## config.mk

```make
export PLATFORM = sky130hd
export DESIGN_NAME = router_slice
export DESIGN_NICKNAME = d
export VERILOG_FILES = /design/src/rtl/noc_pkg.sv /design/src/rtl/router_slice.sv /design/src/rtl/switch_arbiter.sv /design/src/rtl/input_channel.sv /design/src/rtl/route_compute.sv
export SDC_FILE = /design/constraint.sdc
export NUM_CORES = 1
export LEC_CHECK = 0
export BUFFER_PORTS_ARGS = -buffer_cell sky130_fd_sc_hd__buf_2
export CAP_MARGIN = 20
export CORE_ASPECT_RATIO = 1.2
export CORE_MARGIN = 1.5
export CORE_UTILIZATION = 51
export DETAILED_ROUTE_END_ITERATION = 10
export GPL_TIMING_DRIVEN = 0
export PLACE_DENSITY = 0.84
export SYNTH_ARGS = -nofsm -noshare
export SYNTH_HDL_FRONTEND = slang
export SYNTH_HIERARCHICAL = 1
export SYNTH_SLANG_ARGS = --single-unit
```

## constraint.sdc

```tcl
create_clock -name clk -period 2.6 [get_ports clk]
set_clock_uncertainty 0.05 [all_clocks]
set_input_delay 0.65 -clock clk [delete_from_list [all_inputs] [get_ports clk]]
set_output_delay 0.65 -clock clk [all_outputs]
set_load 0.02 [all_outputs]
```

## src/rtl/noc_pkg.sv

```systemverilog
package noc_pkg;

   //////////////////////////////////////////////////
   // mesh geometry
   //////////////////////////////////////////////////

   // nodes per dimension, 4x4 mesh
   localparam int MESH_DIM = 4;

   // one mesh coordinate
   typedef logic [1:0] coord_t;

   //////////////////////////////////////////////////
   // flit format
   //////////////////////////////////////////////////

   // 8 bit flit, type in the top two bits
   typedef logic [7:0] flit_t;

   // flit type field
   typedef enum logic [1:0] {
      FLIT_BODY   = 2'b00,
      FLIT_TAIL   = 2'b01,
      FLIT_HEAD   = 2'b10,
      // head and tail in one flit
      FLIT_SINGLE = 2'b11
   } flit_kind_e;

   // field positions
   localparam int FLIT_TYPE_LSB = 6;
   localparam int DEST_Y_LSB    = 2;
   localparam int DEST_X_LSB    = 0;

   //////////////////////////////////////////////////
   // ports and channels
   //////////////////////////////////////////////////

   // one-hot output port request
   typedef logic [4:0] port_vec_t;

   // bit index per output port
   localparam int PORT_L = 0;
   localparam int PORT_E = 1;
   localparam int PORT_W = 2;
   localparam int PORT_S = 3;
   localparam int PORT_N = 4;

   localparam int NUM_PORTS = 5;
   localparam int NUM_CH    = 2;

endpackage
```

## src/rtl/router_slice.sv

```systemverilog
module router_slice #(
   parameter noc_pkg::coord_t CUR_X = 2'd2,
   parameter noc_pkg::coord_t CUR_Y = 2'd3
) (
   input  logic               clk,
   input  logic               rst,
   input  noc_pkg::flit_t     in_flit   [noc_pkg::NUM_CH],
   input  logic               in_valid  [noc_pkg::NUM_CH],
   output logic               in_busy   [noc_pkg::NUM_CH],
   output noc_pkg::port_vec_t out_valid,
   output noc_pkg::flit_t     out_flit  [noc_pkg::NUM_PORTS]
);

   import noc_pkg::*;

   // channel to arbiter
   logic      ch_req     [NUM_CH];
   flit_t     ch_flit    [NUM_CH];
   port_vec_t ch_route   [NUM_CH];
   logic      ch_is_tail [NUM_CH];
   logic      ch_grant   [NUM_CH];

   // one input channel per upstream link
   for (genvar c = 0; c < NUM_CH; c++) begin : g_ch
      input_channel #(
         .CUR_X (CUR_X),
         .CUR_Y (CUR_Y)
      ) input_channel_i (
         .clk        (clk),
         .rst        (rst),
         .in_flit    (in_flit[c]),
         .in_valid   (in_valid[c]),
         .in_busy    (in_busy[c]),
         .ch_req     (ch_req[c]),
         .ch_flit    (ch_flit[c]),
         .ch_route   (ch_route[c]),
         .ch_is_tail (ch_is_tail[c]),
         .ch_grant   (ch_grant[c])
      );
   end

   switch_arbiter switch_arbiter_i (
      .clk        (clk),
      .rst        (rst),
      .ch_req     (ch_req),
      .ch_flit    (ch_flit),
      .ch_route   (ch_route),
      .ch_is_tail (ch_is_tail),
      .ch_grant   (ch_grant),
      .out_valid  (out_valid),
      .out_flit   (out_flit)
   );

endmodule

```

## src/rtl/switch_arbiter.sv

```systemverilog
module switch_arbiter (
   input  logic               clk,
   input  logic               rst,
   // from the input channels
   input  logic               ch_req     [noc_pkg::NUM_CH],
   input  noc_pkg::flit_t     ch_flit    [noc_pkg::NUM_CH],
   input  noc_pkg::port_vec_t ch_route   [noc_pkg::NUM_CH],
   input  logic               ch_is_tail [noc_pkg::NUM_CH],
   output logic               ch_grant   [noc_pkg::NUM_CH],
   // registered outputs, one per port
   output noc_pkg::port_vec_t out_valid,
   output noc_pkg::flit_t     out_flit   [noc_pkg::NUM_PORTS]
);

   import noc_pkg::*;

   // per port ownership for wormhole switching
   typedef enum logic [1:0] {
      LOCK_FREE = 2'b00,
      LOCK_CH0  = 2'b01,
      LOCK_CH1  = 2'b10
   } lock_e;

   lock_e               lock_q   [NUM_PORTS];
   // round robin pointer, channel that wins the next tie
   logic [NUM_PORTS-1:0] rr_q;

   // requests seen by each port
   logic [NUM_CH-1:0]   port_req [NUM_PORTS];
   // grants issued by each port
   logic [NUM_CH-1:0]   port_gnt [NUM_PORTS];
   // channel selected by each port, also the crossbar select
   logic                port_sel [NUM_PORTS];

   //////////////////////////////////////////////////
   // request matrix
   //////////////////////////////////////////////////

   always_comb begin
      for (int p = 0; p < NUM_PORTS; p++) begin
         for (int c = 0; c < NUM_CH; c++) begin
            port_req[p][c] = ch_req[c] && ch_route[c][p];
         end
      end
   end

   //////////////////////////////////////////////////
   // arbitration per output port
   //////////////////////////////////////////////////

   always_comb begin
      for (int p = 0; p < NUM_PORTS; p++) begin
         port_gnt[p] = '0;
         port_sel[p] = 1'b0;
         case (lock_q[p])
            LOCK_FREE: begin
               // tie goes to the pointer
               if (&port_req[p]) begin
                  port_sel[p] = rr_q[p];
               end else begin
                  port_sel[p] = port_req[p][1];
               end
               port_gnt[p][port_sel[p]] = |port_req[p];
            end
            // packet in flight, owner only
            LOCK_CH0: begin
               port_gnt[p][0] = port_req[p][0];
            end
            LOCK_CH1: begin
               port_sel[p]    = 1'b1;
               port_gnt[p][1] = port_req[p][1];
            end
            default: begin
               port_gnt[p] = '0;
            end
         endcase
      end
   end

   // each channel asks for one port, so at most one grant per channel
   always_comb begin
      for (int c = 0; c < NUM_CH; c++) begin
         ch_grant[c] = 1'b0;
         for (int p = 0; p < NUM_PORTS; p++) begin
            ch_grant[c] = ch_grant[c] | port_gnt[p][c];
         end
      end
   end

   //////////////////////////////////////////////////
   // lock, pointer and output valid
   //////////////////////////////////////////////////

   always_ff @(posedge clk) begin
      if (rst) begin
         for (int p = 0; p < NUM_PORTS; p++) begin
            lock_q[p] <= LOCK_FREE;
         end
         rr_q      <= '0;
         out_valid <= '0;
      end else begin
         for (int p = 0; p < NUM_PORTS; p++) begin
            out_valid[p] <= |port_gnt[p];
            if (|port_gnt[p]) begin
               // tail releases the port, anything else holds it
               if (ch_is_tail[port_sel[p]]) begin
                  lock_q[p] <= LOCK_FREE;
               end else begin
                  lock_q[p] <= port_sel[p] ? LOCK_CH1 : LOCK_CH0;
               end
            end
            // pointer moves only after a tie
            if ((lock_q[p] == LOCK_FREE) && (&port_req[p])) begin
               rr_q[p] <= ~rr_q[p];
            end
         end
      end
   end

   // crossbar into the output flit registers
   always_ff @(posedge clk) begin
      for (int p = 0; p < NUM_PORTS; p++) begin
         if (|port_gnt[p]) begin
            out_flit[p] <= ch_flit[port_sel[p]];
         end
      end
   end

endmodule

```

## src/rtl/input_channel.sv

```systemverilog
module input_channel #(
   parameter noc_pkg::coord_t CUR_X = 2'd2,
   parameter noc_pkg::coord_t CUR_Y = 2'd3
) (
   input  logic               clk,
   input  logic               rst,
   // upstream side
   input  noc_pkg::flit_t     in_flit,
   input  logic               in_valid,
   output logic               in_busy,
   // arbiter side
   output logic               ch_req,
   output noc_pkg::flit_t     ch_flit,
   output noc_pkg::port_vec_t ch_route,
   output logic               ch_is_tail,
   input  logic               ch_grant
);

   import noc_pkg::*;

   // holding register state
   logic      busy_q;
   flit_t     flit_q;

   // route of the packet in flight
   port_vec_t route_q;

   // decoded fields of the held flit
   flit_kind_e kind;
   logic       is_head;
   coord_t     dest_x;
   coord_t     dest_y;
   port_vec_t  head_route;

   //////////////////////////////////////////////////
   // flit register
   //////////////////////////////////////////////////

   always_ff @(posedge clk) begin
      if (rst) begin
         busy_q <= 1'b0;
      end else if (ch_grant) begin
         // flit left for the output register
         busy_q <= 1'b0;
      end else if (in_valid && !busy_q) begin
         busy_q <= 1'b1;
      end
   end

   // flit data taken on an accepted strobe
   always_ff @(posedge clk) begin
      if (in_valid && !busy_q) begin
         flit_q <= in_flit;
      end
   end

   //////////////////////////////////////////////////
   // decode and route
   //////////////////////////////////////////////////

   assign kind = flit_kind_e'(flit_q[FLIT_TYPE_LSB +: 2]);

   assign is_head    = (kind == FLIT_HEAD) || (kind == FLIT_SINGLE);
   assign ch_is_tail = (kind == FLIT_TAIL) || (kind == FLIT_SINGLE);

   // only meaningful on head flits
   assign dest_x = flit_q[DEST_X_LSB +: $bits(coord_t)];
   assign dest_y = flit_q[DEST_Y_LSB +: $bits(coord_t)];

   route_compute #(
      .CUR_X (CUR_X),
      .CUR_Y (CUR_Y)
   ) route_compute_i (
      .dest_x (dest_x),
      .dest_y (dest_y),
      .route  (head_route)
   );

   // keep the head's route for body and tail flits
   always_ff @(posedge clk) begin
      if (rst) begin
         route_q <= '0;
      end else if (ch_grant && is_head) begin
         route_q <= head_route;
      end
   end

   // fresh route on a head, stored one otherwise
   assign ch_route = is_head ? head_route : route_q;

   assign ch_flit = flit_q;
   assign ch_req  = busy_q;
   assign in_busy = busy_q;

endmodule

```

## src/rtl/route_compute.sv

```systemverilog
module route_compute #(
   parameter noc_pkg::coord_t CUR_X = 2'd2,
   parameter noc_pkg::coord_t CUR_Y = 2'd3
) (
   input  noc_pkg::coord_t    dest_x,
   input  noc_pkg::coord_t    dest_y,
   output noc_pkg::port_vec_t route
);

   import noc_pkg::*;

   // one bit wider than a coordinate so the difference keeps its sign
   localparam int DIFF_W = $clog2(MESH_DIM) + 1;

   // zero extended coordinates
   logic signed [DIFF_W-1:0] x_dst;
   logic signed [DIFF_W-1:0] y_dst;
   logic signed [DIFF_W-1:0] x_cur;
   logic signed [DIFF_W-1:0] y_cur;

   // destination minus current
   logic signed [DIFF_W-1:0] x_diff;
   logic signed [DIFF_W-1:0] y_diff;

   assign x_dst = DIFF_W'(dest_x);
   assign y_dst = DIFF_W'(dest_y);
   assign x_cur = DIFF_W'(CUR_X);
   assign y_cur = DIFF_W'(CUR_Y);

   assign x_diff = x_dst - x_cur;
   assign y_diff = y_dst - y_cur;

   //////////////////////////////////////////////////
   // dimension order routing, x first then y
   //////////////////////////////////////////////////

   always_comb begin
      route = '0;
      // x not yet reached
      if (x_diff > 0) begin
         route[PORT_E] = 1'b1;
      end else if (x_diff < 0) begin
         route[PORT_W] = 1'b1;
      // column reached, now fix y
      end else if (y_diff > 0) begin
         // y grows southwards
         route[PORT_S] = 1'b1;
      end else if (y_diff < 0) begin
         route[PORT_N] = 1'b1;
      end else begin
         // both match, eject here
         route[PORT_L] = 1'b1;
      end
   end

endmodule

```

==> results.yml, run 1 <==
outcome:
  status: "finished, violations left"
  violations: "design-rule violations"
synthesis:
  synth-async-reset-ratio_pct: 0
  ys_types: 37
  synth_seq_cells: 88
  syn_inst: 296
  yosysWarningCount: 6
  synth_nets: 316
  synth_edf_count: 66
  ys_seq_area_share_pct: 58.6
  avgSynthCellArea_um2: 14.0
  synthesis.area_um2: 4130
  synthFlopType: "edfxtp_1"
cts:
  root_buffer: "clkbuf_8"
  cts_inserted_buffers: 9
  cts_tree: "built"
  clock-sinks: 88
  cts.clk_slew.worst_paths_ns: 0.10
  htree_levels: 3
  clockBufferDepth: 2
  clock_latency_ns: 0.36
finish:
  finalInstanceArea_um2: 4860
  drive_gt1_share_pct: 45.7
  seq_area_um2: 2420
  area_growth_syn_to_layout_pct: 17.7
  final_common_cell: "buf_2"
  n_antenna_cell: 0
  n_fill_cell: 545
  most-common-layout-cells: "buf_2, edfxtp_1, mux2_2"
  fin_nets: 402
  finalNonFillerCells: 479
  multi_input_area_um2: 1530
die:
  coreArea_um2: 7750
  ios: 67
  die-area_um2: 8650
  fp.dieW_um: 85.2
  fp-row-count: 35
  start_util_pct: 53.3
  die_h_um: 102
global_routing:
  use_met1_pct: 27.3
  grt_overflow_total: 0
  grt_max_degree: 20
  grt_first_pass_wirelength_um: 14500
  use_met3_pct: 4.40
  busiest_layer: "met2"
  use_met2_pct: 40.0
  grt_antenna_before_repair: 0
  grt_pass1_vias: 2763
  track_usage_pct: 22.7
sta:
  slew_violations: 0
  max_slew_margin_pct: 39.8
  setup_violations: 0
  fmax_mhz: 402
  hold_viol: 0
  period_needed_ns: 2.49
  tightest_slew_ns: 0.901
  finalCritPeriodShare_pct: 95.7
setup_path:
  timing.rr.end: "g_ch[0].input_channel_i/route_q[0]"
  path_cells: "and2_2, mux2_2, nand3b_1, o22ai_1, nor4_2, nand2_1, buf_2, a21bo_1, a21oi_1"
  crit_end: "g_ch[0].input_channel_i/route_q[0]"
  crit_fanout: 10
  critical-path-top-delay-family: "simple AND/OR/NAND/NOR gates"
  worst-path-buf-inv: 1
  rr_worst_depth: 9
  path_class: "reg2reg"
  cp-end-kind: "flop"
  regToRegSetupSlack_ns: 0.11
  r2r_start: "g_ch[0].input_channel_i/ch_flit[1]"
  setup.worst_path.start: "g_ch[0].input_channel_i/ch_flit[1]"
  critPathArrivalTime_ns: 2.73
  max_stage_delay_ns: 0.48
  crit_cells: 9
  start_kind: "flop"
  critical_path_required_ns: 2.84
  cp_slowest_cell: "edfxtp_1"
route:
  drt-initial-drc-count: 321
  wl_per_cell_um: 20.0
  ant_nets: 0
  dr.pass1.iters: 8
  via_per_inst: 5.99
  vias: 2870
  wirelength_um: 9590
  drcViolationCount: 2
worst_hold_path:
  hold_path_class: "in2reg"
power:
  ir_drop_mv: 0.442
  p_per_area_nw_per_um2: 623
  p_leak_nw: 1.97
place:
  placedCellCount: 454
  port_buffers: 66
  place_area_um2: 4580
  gp_congestion: 0.860
  place_hpwl_um: 6430
flow_run:
  drv_cap: 0
[state kept, by name, indices dropped and copies added, names as in the netlist]
name	cells
switch_arbiter_i/out_flit	40
g_ch.input_channel_i/ch_flit	16
g_ch.input_channel_i/route_q	10
switch_arbiter_i/lock_q	10
switch_arbiter_i/out_valid	5
switch_arbiter_i/rr_q	5
g_ch.input_channel_i/ch_req	2
[worst register-to-register path: stages, from the launching register on]
cell	delay [ns]
edfxtp_1	0.48
and2_2	0.24
mux2_2	0.31
nand3b_1	0.21
o22ai_1	0.14
nor4_2	0.29
nand2_1	0.12
buf_2	0.20
a21bo_1	0.21
a21oi_1	0.16
[layout make-up]
cell class | instances | share of cell area (%)
multi-input cells | 178 | 31.5
clock buffers | 9 | 2.55
inverters | 15 | 1.16
plain buffers | 15 | 2.65
well taps | 92 | 2.37
flip-flops and latches | 88 | 49.8
clock inverters | 7 | 1.80
repair buffers | 75 | 8.19
[Yosys cell counts, drive strengths merged (3+ instances only)]
cell type  count  area share (%)
a21bo         10             2.4
a21oi         21             3.8
a311oi         4            0.85
a31oi          5             2.4
buf           11             2.5
clkbuf         4            0.61
dfxtp         22              11
edfxtp        66              48
inv           15             1.4
mux2          50              14
nand2          8            0.73
nand2b         7             1.1
nand3         10             1.2
nand3b        10             3.3
nor2          11             1.2
nor2b          3            0.45
nor3           8            0.97
nor3b          4            0.73
o21ai          5            0.61
o22ai          4            0.61
or2            4            0.61
or3            4            0.61
[power by group]
group	internal (mW)	switching, mW
Clock	0.468	0.543
Combinational	0.168	0.221
Sequential	1.58	0.0453
[metrics by stage]
stage / hold WS [ns] / util, % / setup WS [ns] / setup TNS, ns / total power [mW]
4_1_cts: 0.392 / 61.9 / 0.0443 / 0 / 3.03
5_1_grt: 0.381 / 62.7 / -0.0171 / -0.0203 / 3.14
3_5_place_dp: 0.460 / 59.0 / 0.0581 / 0 / 2.03
2_1_floorplan: 0.434 / - / 0.416 / 0 / 1.91
3_3_place_gp: 0.449 / 59.0 / 0.0941 / 0 / 2.02
6_report: 0.404 / 62.7 / 0.113 / 0 / 3.03
[worst min-delay path by stage]
| stage | startpoint | to | slack [ns] | cells after the start |
|---|---|---|---|---|
| global placement | switch_arbiter_i/rr_q[3] | switch_arbiter_i/rr_q[3] | 0.45 | 2 |
| finish | in_flit[7] | g_ch[1].input_channel_i/ch_flit[7] | 0.40 | 1 |
| detailed placement | switch_arbiter_i/rr_q[1] | switch_arbiter_i/rr_q[1] | 0.46 | 2 |
| floorplan | switch_arbiter_i/rr_q[2] | switch_arbiter_i/rr_q[2] | 0.43 | 2 |
| global route | in_flit[11] | g_ch[0].input_channel_i/ch_flit[3] | 0.38 | 1 |
| CTS | in_flit[11] | g_ch[0].input_channel_i/ch_flit[3] | 0.39 | 1 |
[cell families (layout without fill, tap and decap cells)]
family                 Yosys count  in the layout  share of synthesized area [%]
other                            2              2                          0.182
buffers and inverters           30            121                           4.48
AO/OA/AOI/OAI                   49             49                           10.7
flip-flops                      88             88                           58.6
AND/OR/NAND/NOR                 76             76                           12.2
multiplexers                    50             50                           13.6
XOR/XNOR                         1              1                          0.212
[repair_timing]
item,in CTS,in global routing
endpoints found under the setup margin,1,10
resized for setup,0,1
cloned,0,0
setup buffers,1,8
hold buffers,0,0
[routing by layer]
metal | share of wire [%] | routed length (um) | vias to the layer above
met5 | 0 | 0 | -
met4 | 3.3 | 314 | 0
met3 | 6.5 | 619 | 32
met2 | 51 | 4940 | 156
met1 | 39 | 3720 | 1413
li1 | - | - | 1269
(Power assumes the default switching activity.)
==> run 2: changes to the inputs <==
CORE_MARGIN = 2   (was 1.5)
PLACE_DENSITY = 0.87   (was 0.84)
clock period = 2.1 ns   (was 2.6 ns; I/O delays follow)
==> run 2 against run 1 <==
Register-to-register slack got worse by 0.58 ns. Critical endpoint is now g_ch[1].input_channel_i/route_q[0]. Worst hold slack worse by 0.13 ns. The run ends with negative setup slack left. Total power rose by 26%. Sequential share of layout area down 5.7 points. Flip-flop and latch count unchanged.
==> results.yml, run 2 (synthesis gave the netlist of run 1 again) <==
setup_path:
  cp-end-kind: "flop"
  path_class: "reg2reg"
  path_cells: "nand2b_4, a21oi_4, mux2_4, nand3b_1, nor2_2, o22ai_2, or3b_4, buf_6, a21bo_1, a21oi_1"
  start_kind: "flop"
  cp_slowest_cell: "edfxtp_1"
  critical_path_required_ns: 2.35
  max_stage_delay_ns: 0.51
  crit_fanout: 5
  critPathArrivalTime_ns: 2.82
cts:
  cts_tree: "built"
  root_buffer: "clkbuf_8"
  clock_latency_ns: 0.37
  clockBufferDepth: 2
  cts.clk_slew.worst_paths_ns: 0.10
  htree_levels: 3
  cts_inserted_buffers: 9
  clock-sinks: 88
sta:
  max_slew_margin_pct: 48.2
  setup_ws_ns: -0.468
  hold_viol: 0
  rsz0062_at_grt: "true"
  finalCritPeriodShare_pct: 122
  tightest_slew_ns: 0.776
  setup_violations: 59
  fmax_mhz: 389
  period_needed_ns: 2.57
  slew_violations: 0
  hold_slack_ns: 0.269
place:
  port_buffers: 66
  place_area_um2: 4590
  place_hpwl_um: 6420
  gp_congestion: 0.877
global_routing:
  grt_overflow_total: 0
  grt_antenna_before_repair: 0
  grt_pass1_vias: 3088
  grt_max_degree: 20
  track_usage_pct: 25.1
  grt_first_pass_wirelength_um: 16500
finish:
  n_fill_cell: 407
  n_antenna_cell: 0
  largest_register_ffs: 40
  area_growth_syn_to_layout_pct: 33.0
  most-common-layout-cells: "edfxtp_1, buf_2, buf_4"
  largest_register: "switch_arbiter_i/out_flit"
  drive_gt1_share_pct: 58.2
  finalInstanceArea_um2: 5490
  fin_nets: 443
route:
  wl_per_cell_um: 26.4
  drcViolationCount: 0
  dr.pass1.iters: 7
  wirelength_um: 13800
  via_per_inst: 6.43
  vias: 3345
  drt-initial-drc-count: 417
  ant_nets: 0
power:
  p_per_area_nw_per_um2: 697
  p_leak_nw: 2.28
  ir_drop_mv: 0.765
die:
  die_h_um: 103
  coreArea_um2: 7750
  fp-row-count: 35
  die-area_um2: 8840
  ios: 67
  start_util_pct: 53.3
  fp.dieW_um: 86.2
worst_hold_path:
  hold_path_class: "in2reg"
outcome:
  status: "finished, violations left"
  violations: "negative setup slack"
flow_run:
  drv_cap: 0
run 2: changes by cell type in the layout (fill, tap and decap cells not counted), sizes merged:
cell	previous run	this run
clkbuf	13	14
bufinv	1	0
a21oi	21	22
inv	19	16
buf	86	126
clkinvlp	0	3
run 2: final cells by class:
cell class | count | area [um2] | share of cell area (%)
Buffer | 15 | 141 | 2.57
Tap cell | 92 | 115 | 2.10
Clock buffer | 10 | 128 | 2.32
Multi-Input combinational cell | 179 | 1800 | 32.7
Inverter | 15 | 60.1 | 1.09
Clock inverter | 6 | 52.6 | 0.957
Timing Repair Buffer | 115 | 777 | 14.1
Sequential cell | 88 | 2420 | 44.1
run 2: worst paths after layout:
kind,startpoint,endpoint,slack (ns),cells past startpoint
max,g_ch[0].input_channel_i/ch_flit[0],g_ch[1].input_channel_i/route_q[0],-0.47,10
min,in_flit[3],g_ch[1].input_channel_i/ch_flit[3],0.27,1
min reg2reg,switch_arbiter_i/rr_q[2],switch_arbiter_i/rr_q[2],0.50,2
max reg2reg,g_ch[0].input_channel_i/ch_flit[0],g_ch[1].input_channel_i/route_q[0],-0.47,10
run 2: metal layers:
metal	up-vias	track usage [%]	part of all wire, %
met2	319	44.1	50
li1	1353	-	-
met5	-	0	0
met1	1606	29.5	35
met4	0	12.6	5.2
met3	67	4.80	9.8
run 2: critical path, delay by kind of cell, from the launching register on:
family                 cells  cell delay (ns)
and+or+nand+nor            4             1.00
muxes                      1             0.18
DFF                        1             0.51
AOI/OAI and AO/OA          4             0.59
buffers and inverters      1             0.15
run 2: repair_timing:
item | in CTS | in global routing
gates cloned | 1 | 2
gates resized for setup | 21 | 58
hold buffers | 0 | 0
pin swaps | 14 | 19
hold endpoints to repair | 0 | 0
setup buffers | 25 | 22
endpoints found under the setup margin | 80 | 73
run 2: where the power goes:
part           leakage, nW  switching, mW  internal (mW)  total (mW)
Clock               0.0850          0.681          0.447        1.13
Combinational         1.39          0.355          0.315       0.670
Sequential           0.798         0.0684           1.96        2.03
Total                 2.28           1.10           2.72        3.83
run 2: through the flow:
| step | setup WS [ns] | utilization [%] | TNS, ns | std cells | power (mW) |
|---|---|---|---|---|---|
| CTS | -0.233 | 65.6 | -1.95 | 496 | 3.64 |
| floorplan | -0.0119 | - | -0.0119 | 296 | 2.38 |
| global placement | -0.303 | 59.3 | -10.50 | 454 | 2.50 |
| finish | -0.468 | 70.9 | -10.19 | 520 | 3.83 |
| global route | -0.550 | 70.9 | -13.12 | 520 | 3.90 |
| detailed placement | -0.384 | 59.3 | -13.02 | 454 | 2.52 |
